<file path="src/dsp_pkg.sv">
package dsp_pkg;

	localparam int lane_count = 4;
	localparam int code_width = 8;
	localparam int ffe_taps = 3;
	localparam int weight_width = 8;
	localparam int ffe_out_width = 10;
	localparam int shift_width = 4;
	localparam int chan_taps = 3;
	localparam int chan_width = 8;
	localparam int err_width = 10;

	// internal sum widths, with headroom for the tap count.
	localparam int ffe_sum_width = code_width + weight_width + 2;
	localparam int chan_sum_width = chan_width + 2;
	localparam int mag_width = err_width + 2;

	localparam int est_max = 2 ** (ffe_out_width - 1) - 1;
	localparam int est_min = -(2 ** (ffe_out_width - 1));
	localparam int code_max = 2 ** (code_width - 1) - 1;
	localparam int code_min = -(2 ** (code_width - 1));

	typedef logic signed [code_width-1:0] code_t;
	typedef logic signed [weight_width-1:0] weight_t;
	typedef logic signed [ffe_out_width-1:0] est_t;
	typedef logic signed [chan_width-1:0] chan_t;
	typedef logic signed [err_width-1:0] err_t;
	typedef logic [shift_width-1:0] shift_t;

	typedef struct packed {
		weight_t [ffe_taps-1:0] weights;
		shift_t ffe_shift;
		est_t thresh;
		chan_t [chan_taps-1:0] chan_est;
		shift_t chan_shift;
	} dsp_cfg_t;

	// lane 0 is the oldest sample of a word.
	typedef struct packed {
		code_t [lane_count-1:0] lane;
	} code_word_t;

	typedef struct packed {
		est_t [lane_count-1:0] lane;
	} est_word_t;

	typedef struct packed {
		logic [lane_count-1:0] lane;
	} bit_word_t;

	typedef struct packed {
		err_t [lane_count-1:0] lane;
	} err_word_t;

	// bit 1 is the large-error flag, bit 0 the flip flag.
	typedef struct packed {
		logic [lane_count-1:0][1:0] lane;
	} flag_word_t;

endpackage : dsp_pkg

</file>
<file path="src/ffe_filter.sv">
`timescale 1ns/1ps

module ffe_filter (
	input  logic                clk,
	input  logic                rst_i,
	input  dsp_pkg::dsp_cfg_t   cfg_i,
	input  dsp_pkg::code_word_t adc_i,
	output dsp_pkg::est_word_t  est_o,
	output dsp_pkg::bit_word_t  bits_o
);

	import dsp_pkg::*;

	// tail of the previous word, index 0 oldest.
	code_t [ffe_taps-2:0] hist_q;

	code_t [lane_count+ffe_taps-2:0] stream;
	logic signed [ffe_sum_width-1:0] sum [lane_count];
	logic signed [ffe_sum_width-1:0] shifted [lane_count];
	est_word_t est_d;
	bit_word_t bits_d;

	// history first, then the current lanes.
	always_comb begin
		for (int i = 0; i < ffe_taps - 1; i++) begin
			stream[i] = hist_q[i];
		end
		for (int i = 0; i < lane_count; i++) begin
			stream[i+ffe_taps-1] = adc_i.lane[i];
		end
	end

	always_comb begin
		for (int n = 0; n < lane_count; n++) begin
			sum[n] = '0;
			for (int j = 0; j < ffe_taps; j++) begin
				sum[n] = sum[n] + stream[n+ffe_taps-1-j] * cfg_i.weights[j];
			end
			shifted[n] = sum[n] >>> cfg_i.ffe_shift;

			// saturate.
			if (shifted[n] > est_max) begin
				est_d.lane[n] = est_t'(est_max);
			end else if (shifted[n] < est_min) begin
				est_d.lane[n] = est_t'(est_min);
			end else begin
				est_d.lane[n] = est_t'(shifted[n]);
			end

			bits_d.lane[n] = (est_d.lane[n] >= cfg_i.thresh);
		end
	end

	always_ff @(posedge clk) begin
		if (rst_i) begin
			hist_q <= '0;
			est_o <= '0;
			bits_o <= '0;
		end else begin
			for (int i = 0; i < ffe_taps - 1; i++) begin
				hist_q[i] <= adc_i.lane[lane_count-ffe_taps+1+i];
			end
			est_o <= est_d;
			bits_o <= bits_d;
		end
	end

	est_known_a: assert property (
		@(posedge clk) disable iff (rst_i)
		!$isunknown({est_o, bits_o})
	);

endmodule : ffe_filter

</file>
<file path="src/channel_filter.sv">
`timescale 1ns/1ps

module channel_filter (
	input  logic                clk,
	input  logic                rst_i,
	input  dsp_pkg::dsp_cfg_t   cfg_i,
	input  dsp_pkg::bit_word_t  bits_i,
	output dsp_pkg::code_word_t codes_o
);

	import dsp_pkg::*;

	// last sliced bits of the previous word, index 0 oldest.
	logic [chan_taps-2:0] hist_q;

	logic [lane_count+chan_taps-2:0] stream;
	logic signed [chan_sum_width-1:0] sum [lane_count];
	logic signed [chan_sum_width-1:0] shifted [lane_count];
	code_word_t codes_d;

	always_comb begin
		stream = {bits_i.lane, hist_q};
	end

	always_comb begin
		for (int n = 0; n < lane_count; n++) begin
			sum[n] = '0;
			for (int j = 0; j < chan_taps; j++) begin
				// a one adds the tap, a zero takes it away.
				if (stream[n+chan_taps-1-j]) begin
					sum[n] = sum[n] + cfg_i.chan_est[j];
				end else begin
					sum[n] = sum[n] - cfg_i.chan_est[j];
				end
			end
			shifted[n] = sum[n] >>> cfg_i.chan_shift;

			if (shifted[n] > code_max) begin
				codes_d.lane[n] = code_t'(code_max);
			end else if (shifted[n] < code_min) begin
				codes_d.lane[n] = code_t'(code_min);
			end else begin
				codes_d.lane[n] = code_t'(shifted[n]);
			end
		end
	end

	always_ff @(posedge clk) begin
		if (rst_i) begin
			hist_q <= '0;
			codes_o <= '0;
		end else begin
			hist_q <= bits_i.lane[lane_count-1 -: chan_taps-1];
			codes_o <= codes_d;
		end
	end

	// a larger shift would leave nothing of the rebuilt code.
	shift_range_a: assert property (
		@(posedge clk) disable iff (rst_i)
		cfg_i.chan_shift < code_width
	);

endmodule : channel_filter

</file>
<file path="src/error_detector.sv">
`timescale 1ns/1ps

module error_detector (
	input  logic                clk,
	input  logic                rst_i,
	input  dsp_pkg::dsp_cfg_t   cfg_i,
	input  dsp_pkg::code_word_t adc_i,
	input  dsp_pkg::bit_word_t  bits_i,
	input  dsp_pkg::code_word_t codes_i,
	output dsp_pkg::err_word_t  errs_o,
	output dsp_pkg::flag_word_t flags_o
);

	import dsp_pkg::*;

	typedef logic signed [mag_width-1:0] wide_t;

	function automatic logic [mag_width-1:0] mag(input wide_t v);
		return (v < 0) ? -v : v;
	endfunction

	// align received codes and bits with the rebuilt codes.
	code_word_t adc_d1;
	code_word_t adc_d2;
	bit_word_t bits_d1;

	chan_t h0s;
	logic [mag_width-1:0] h0_mag;
	wide_t flip [lane_count];
	err_word_t errs_d;
	flag_word_t flags_d;

	always_comb begin
		h0s = cfg_i.chan_est[0] >>> cfg_i.chan_shift;
		h0_mag = mag(h0s);

		for (int n = 0; n < lane_count; n++) begin
			errs_d.lane[n] = adc_d2.lane[n] - codes_i.lane[n];

			// error if the decided bit were the other one.
			if (bits_d1.lane[n]) begin
				flip[n] = wide_t'(errs_d.lane[n]) + (wide_t'(h0s) <<< 1);
			end else begin
				flip[n] = wide_t'(errs_d.lane[n]) - (wide_t'(h0s) <<< 1);
			end

			flags_d.lane[n][1] = mag(errs_d.lane[n]) > h0_mag;
			flags_d.lane[n][0] = mag(flip[n]) < mag(errs_d.lane[n]);
		end
	end

	always_ff @(posedge clk) begin
		if (rst_i) begin
			adc_d1 <= '0;
			adc_d2 <= '0;
			bits_d1 <= '0;
			errs_o <= '0;
			flags_o <= '0;
		end else begin
			adc_d1 <= adc_i;
			adc_d2 <= adc_d1;
			bits_d1 <= bits_i;
			errs_o <= errs_d;
			flags_o <= flags_d;
		end
	end

	// zero delay line and rebuilt codes give a zero first result.
	reset_clears_a: assert property (
		@(posedge clk) $fell(rst_i) |=> (errs_o == '0 && flags_o == '0)
	);

endmodule : error_detector

</file>
<file path="src/datapath.sv">
`timescale 1ns/1ps

module datapath (
	input  logic                clk,
	input  logic                rst_i,
	input  dsp_pkg::dsp_cfg_t   cfg_i,
	input  dsp_pkg::code_word_t adc_i,
	output dsp_pkg::est_word_t  est_o,
	output dsp_pkg::bit_word_t  bits_o,
	output dsp_pkg::code_word_t codes_o,
	output dsp_pkg::err_word_t  errs_o,
	output dsp_pkg::flag_word_t flags_o
);

	// latency 1.
	ffe_filter ffe_i (
		.clk(clk),
		.rst_i(rst_i),
		.cfg_i(cfg_i),
		.adc_i(adc_i),
		.est_o(est_o),
		.bits_o(bits_o)
	);

	// latency 2.
	channel_filter chan_i (
		.clk(clk),
		.rst_i(rst_i),
		.cfg_i(cfg_i),
		.bits_i(bits_o),
		.codes_o(codes_o)
	);

	// latency 3.
	error_detector err_i (
		.clk(clk),
		.rst_i(rst_i),
		.cfg_i(cfg_i),
		.adc_i(adc_i),
		.bits_i(bits_o),
		.codes_i(codes_o),
		.errs_o(errs_o),
		.flags_o(flags_o)
	);

endmodule : datapath

</file>
<file path="config.mk">
export PLATFORM = sky130hd
export DESIGN_NAME = datapath
export DESIGN_NICKNAME = d
export VERILOG_FILES = /design/src/dsp_pkg.sv /design/src/ffe_filter.sv /design/src/channel_filter.sv /design/src/error_detector.sv /design/src/datapath.sv
export SDC_FILE = /design/constraint.sdc
export NUM_CORES = 2
export LEC_CHECK = 0
export BUFFER_PORTS_ARGS = -buffer_cell sky130_fd_sc_hd__buf_4
export CAP_MARGIN = 10
export CORE_MARGIN = 4
export CORE_UTILIZATION = 40
export DETAILED_ROUTE_END_ITERATION = 8
export GPL_ROUTABILITY_DRIVEN = 1
export PLACE_DENSITY = 0.64
export SYNTH_ARGS = -nofsm -noshare
export SYNTH_HDL_FRONTEND = slang
export SYNTH_SLANG_ARGS = --single-unit
</file>
<file path="constraint.sdc">
create_clock -name clk -period 11.3 [get_ports clk]
set_input_delay 1.695 -clock clk [delete_from_list [all_inputs] [get_ports clk]]
set_output_delay 1.695 -clock clk [all_outputs]
set_load 0.01 [all_outputs]
</file>
### Word-level counts from Yosys, hierarchy flattened

Index checks and enable logic that the tools add are counted.

* bits in registers: 190
* bits in latches: 0
* RAM bits: 0
* memory bits (read-only): 0
* input port bits: 100
* output and inout bits: 124
* word-level logic and storage cells: 180
* memories kept: 0

* $add $sub $neg: 46
* $mul: 12
* div/mod/pow operators: 0
* $lt $le $gt $ge: 37
* equality and inequality tests: 0
* shifts and indexed selects: 9
* muxes and demuxes: 41
* bitwise gates (word level): 0
* reductions and logical operators: 4

Operators with widths (count)
* two-way mux 10 bit: 20
* multiplier 8 x 8 -> 16 bit: 12
* two-way mux 12 bit: 13
* adder 18 bit: 8
* adder 10 x 8 -> 10 bit: 8
* subtractor 10 x 8 -> 10 bit: 8
* greater-than comparator 18 x 10 -> 1 bit (second input constant): 4
* less-than comparator 18 x 10 -> 1 bit (second input constant): 4
* >>> shifter 18 x 4 -> 18 bit: 4
* greater-than comparator 12 bit: 4
* less-than comparator 12 x 1 -> 1 bit (second input constant): 4
* less-than comparator 12 bit: 4
* negator 12 bit: 4
* negator 9 -> 12 bit: 4
* adder 9 x 9 -> 10 bit: 4
* >= comparator 10 bit: 4
* greater-than comparator 10 x 8 -> 1 bit (second input constant): 4
* less-than comparator 10 x 8 -> 1 bit (second input constant): 4
* >>> shifter 10 x 4 -> 10 bit: 4
* subtractor 9 x 9 -> 10 bit: 4
* less-than comparator 9 x 1 -> 1 bit (second input constant): 4
* subtractor 8 x 8 -> 9 bit: 4
* two-way mux 8 bit: 4
* two-way mux 7 bit: 4
* 5 further kinds: 8

### Logic depth before layout (Yosys ltp)

* depth in word-level cells: 10
* depth in mapped cells: 53
* mapped depth without buffers: 48

### Cells and area by module

From an unflattened synthesis, not the netlist that was laid out.

* cells, all modules: 6317
* area total of the unflattened synthesis: 56128.8 µm²

Modules (own cells, without submodules)
* ffe_filter: instances 1, cells an instance 4245, area an instance 39314.0 µm², seq. area each 1201.2 µm²
* error_detector: instances 1, cells an instance 1159, area an instance 9862.0 µm², seq. area each 2242.2 µm²
* channel_filter: instances 1, cells an instance 913, area an instance 6952.9 µm², seq. area each 680.7 µm²

### Worst setup path before layout

OpenSTA, ideal clock, no wires.

* path type: input to register
* start: in cfg_i[64] (netlist bit)
* end: reg, netlist name ffe_i.bits_o[3]
* setup time: 0.128 ns
* data arrival time: 11.215 ns
* data required time: 11.172 ns
* slack: -0.042 ns
* stages on the path: 48
* buffers on the path: 4
* cell sequence: clkbuf_1 clkbuf_1 nand2_1 fa_1 inv_1 fa_1 inv_1 fa_1 inv_1 fa_1 ha_1 inv_1 o21bai_1 a21oi_1 o21bai_1 a21oi_1 o21bai_1 a21oi_1 [... 12 more ...] a2bb2oi_2 o2111ai_1 or4b_4 a22o_4 a21o_1 ha_1 nor2b_1 o21a_1 o21a_1 o21a_1 o21ai_0 nand2b_1 a21oi_1 nor2b_1 o21ai_0 nand3_1 a21oi_1 nor2_1

RTL lines
* from (decl): RTL line datapath.sv:6 `input dsp_pkg::dsp_cfg_t cfg_i,`

==> impl_metrics.env <==
export IMPL_die_x_um=391.6
export IMPL_drt_pass1_iter_count=7
export IMPL_fin_skew_ns=0.02616
export IMPL_hold_viol=0
export IMPL_required_ns=11.67
export IMPL_ys_warn_count=0
export IMPL_htree_levels=4
export IMPL_drc=0
export IMPL_drive_gt1_share_pct=15.84
export IMPL_post_dp_cell_area_mm2=0.06685
export IMPL_netlist_area_leader_share_pct=25.30
export IMPL_ys_ff_latch=188
export IMPL_port_buffers=223
export IMPL_grt_pass1_wl_mm=307.6
export IMPL_cts_clk_slew_worst_paths_ns=0.08
export IMPL_min_path_type="reg -> reg"
export IMPL_period_share_pct=96.54
export IMPL_drv_slew=0
export IMPL_stdcell_area_mm2=0.06824
export IMPL_syn_inst=7172
export IMPL_period_needed_ns=10.91
export IMPL_worstPathArrival_ns=11.27
export IMPL_maxSlewHeadroom_pct=22.38
export IMPL_numCtsBuffers=17
export IMPL_rows=140
export IMPL_timing_critical_path_mode_cell="buf_4"
export IMPL_nets=9350
export IMPL_synthDistinctLibCells=127
export IMPL_routabilityCongestion=0.9467
export IMPL_path_delay_family="adder cells"
export IMPL_coreArea_mm2=0.1459
export IMPL_cp_max_fo=5
export IMPL_crit_path_end_kind="flip-flop"
export IMPL_cts_sinks=188
export IMPL_cts_tree="built"
export IMPL_grtUsageTotal_pct=25.73
export IMPL_max_clock_freq_mhz=91.67
export IMPL_dp_hpwl_mm=167.5
export IMPL_antenna_found_initial=16
export IMPL_grt_max_degree=82
export IMPL_cp_buffers_inverters=10
export IMPL_setup_viol=0
export IMPL_hold_path_depth=1
export IMPL_outcome="finished, final reports clean"
export IMPL_synth_area_mm2=0.05886
export IMPL_cp_start_kind="primary input"
export IMPL_dieArea_mm2=0.1534
export IMPL_antenna_left=0
export IMPL_drt_total_wl_mm=200.0
export IMPL_fin_hold_ws_ns=0.4392
export IMPL_synth_edff_count=0
export IMPL_critPathSlowestCell="fa_1"
export IMPL_initial_core_util_pct=40.34
export IMPL_vias_per_cell=5.414
export IMPL_drv_cap=0
export IMPL_grt_pass1_vias=52895
export IMPL_async_flop_share_pct=0
export IMPL_cpPeakStageDelay_ns=0.53
export IMPL_cts_max_path_buffers=2
export IMPL_worstMarginPinSlew_ns=1.163
export IMPL_worst_setup_path_type="in -> reg"
export IMPL_synth_largest_area_cell="fa_1"
export IMPL_ys_seq_area_share_pct=6.394
export IMPL_ff2ff_path_depth=44
export IMPL_avgSynthCellArea_um2=8.207
export IMPL_insertion_delay_ns=0.53
export IMPL_cts_hold_buf=0
export IMPL_grt_ovfl_total=0
export IMPL_synthTopCellsByArea="fa_1, ha_1, inv_1"
export IMPL_setup_tns_ns=0
export IMPL_routed_via_count=52813
export IMPL_pin_count=224
export IMPL_synth_ff_type="dfxtp_1"
export IMPL_die_h_um=391.6
export IMPL_area_growth_pct=15.93
export IMPL_avgRoutedWirePerCell_um=20.51
export IMPL_root_buffer="clkbuf_16"
export IMPL_nFillCells=14330
export IMPL_drt_iter0_drc=3586
export IMPL_path_depth=49
==> synth_stat cells (26+ instances only) <==
cell type and number:
clkbuf_1 251, and2_1 476, ha_1 684, nand3_1 49
and3_1 27, xnor2_1 373, a21o_1 114, dfxtp_1 188
mux2i_1 59, o22ai_1 28, o21a_1 61, nor3_1 92
nor4_1 27, o21bai_1 135, nor2_1 420, o211ai_1 40
nand2_1 492, mux2_2 44, fa_1 744, nor2b_1 151
a31oi_1 37, nand2b_1 64, a21oi_1 407, a211oi_1 67
o21ai_0 204, nand4_1 41, or2_2 26, inv_1 1214
xor2_1 140
==> kinds of logic after synthesis <==
group,Yosys count,share of synthesized area (%)
XOR/XNOR,519,7.831
flip-flops,188,6.394
buffers and inverters,1548,10.37
other,2,0.01276
AO/OA/AOI/OAI,1402,16.03
adder cells (fa/ha/maj),1429,39.86
AND/OR/NAND/NOR,1962,16.94
multiplexers,122,2.572
==> worst paths after layout <==
kind	end	from	slack, ns
worst max-delay path	ffe_i.bits_o[3]	adc_i[24]	0.39
worst min-delay path	err_i.adc_d2[15]	err_i.adc_d1[15]	0.44
worst max register to register	ffe_i.bits_o[1]	err_i.adc_d1[26]	1.18
worst min register to register	err_i.adc_d2[15]	err_i.adc_d1[15]	0.44
==> state kept, by name (all words and copies together), names as in the netlist <==
name,count
err_i.errs_o,36
ffe_i.est_o,40
err_i.flags_o,8
err_i.adc_d1,32
chan_i.hist_q,2
err_i.adc_d2,32
ffe_i.bits_o,4
err_i.bits_d1,2
chan_i.codes_o,32
==> area by class of cell <==
class,count,area (µm²),share of cell area (%)
diodes,2,5.005,0.007334
clock buffers,18,429.2,0.6289
clock inverters,14,165.2,0.2420
inverters,1218,4579,6.711
multi-input cells,5478,49800,72.98
flip-flops and latches,188,3764,5.515
well taps,1917,2399,3.515
repair buffers,919,7099,10.40
==> repair_timing <==
action / in CTS / in global routing
setup endpoints to repair: 0 / 4
resized for setup: 0 / 166
setup buffers: 0 / 11
==> per-stage QoR <==
step / setup slack (ns) / instances / utilization (%)
CTS: 0.1205 / 9741 / 46.22
floorplan: 0.06071 / 7214 / -
global route: -0.07333 / 9753 / 46.76
detailed placement: -0.4089 / 9709 / 45.82
global placement: -0.3289 / 9709 / 45.82
finish: 0.3908 / 9754 / 46.77
==> layer usage <==
metal	wire length [µm]	vias up	GRT usage [%]	share of wire, %
met4	8195	6	9.397	4.1
met2	93100	1878	42.83	47
met1	85740	25900	34.35	43
met5	41	-	0	0.020
li1	-	24704	-	-
met3	12930	325	3.124	6.5
==> worst reg2reg max path: cells and delay by family, from the launching register on <==
family                   cells  cell delay, ns
adder cells (fa/ha/maj)      8            3.17
XOR/XNOR                     1            0.19
flip-flops                   1            0.86
buffers and inverters        3            0.42
AO/OA/AOI/OAI               22            3.74
AND/OR/NAND/NOR             10            1.60
==> placed cells by master, fill, tap and decap left out, types with 41 or more instances in the layout <==
cell / count
a21o_1: 113
dfxtp_1: 188
inv_1: 1210
o21ai_0: 191
o21a_1: 61
mux2_2: 44
nor3_1: 88
nor2b_1: 151
mux2i_1: 57
nand2_1: 491
fa_1: 739
nand3_1: 49
a211oi_1: 61
nand4_1: 41
nand2b_1: 64
and2_1: 475
conb_1: 44
o21bai_1: 134
buf_4: 891
xor2_1: 139
a21oi_1: 357
nor2_1: 413
a21oi_2: 52
xnor2_1: 360
ha_1: 678
Power is not shown: default switching activity piles up to over one toggle a cycle in this logic, so the estimate is an artifact.
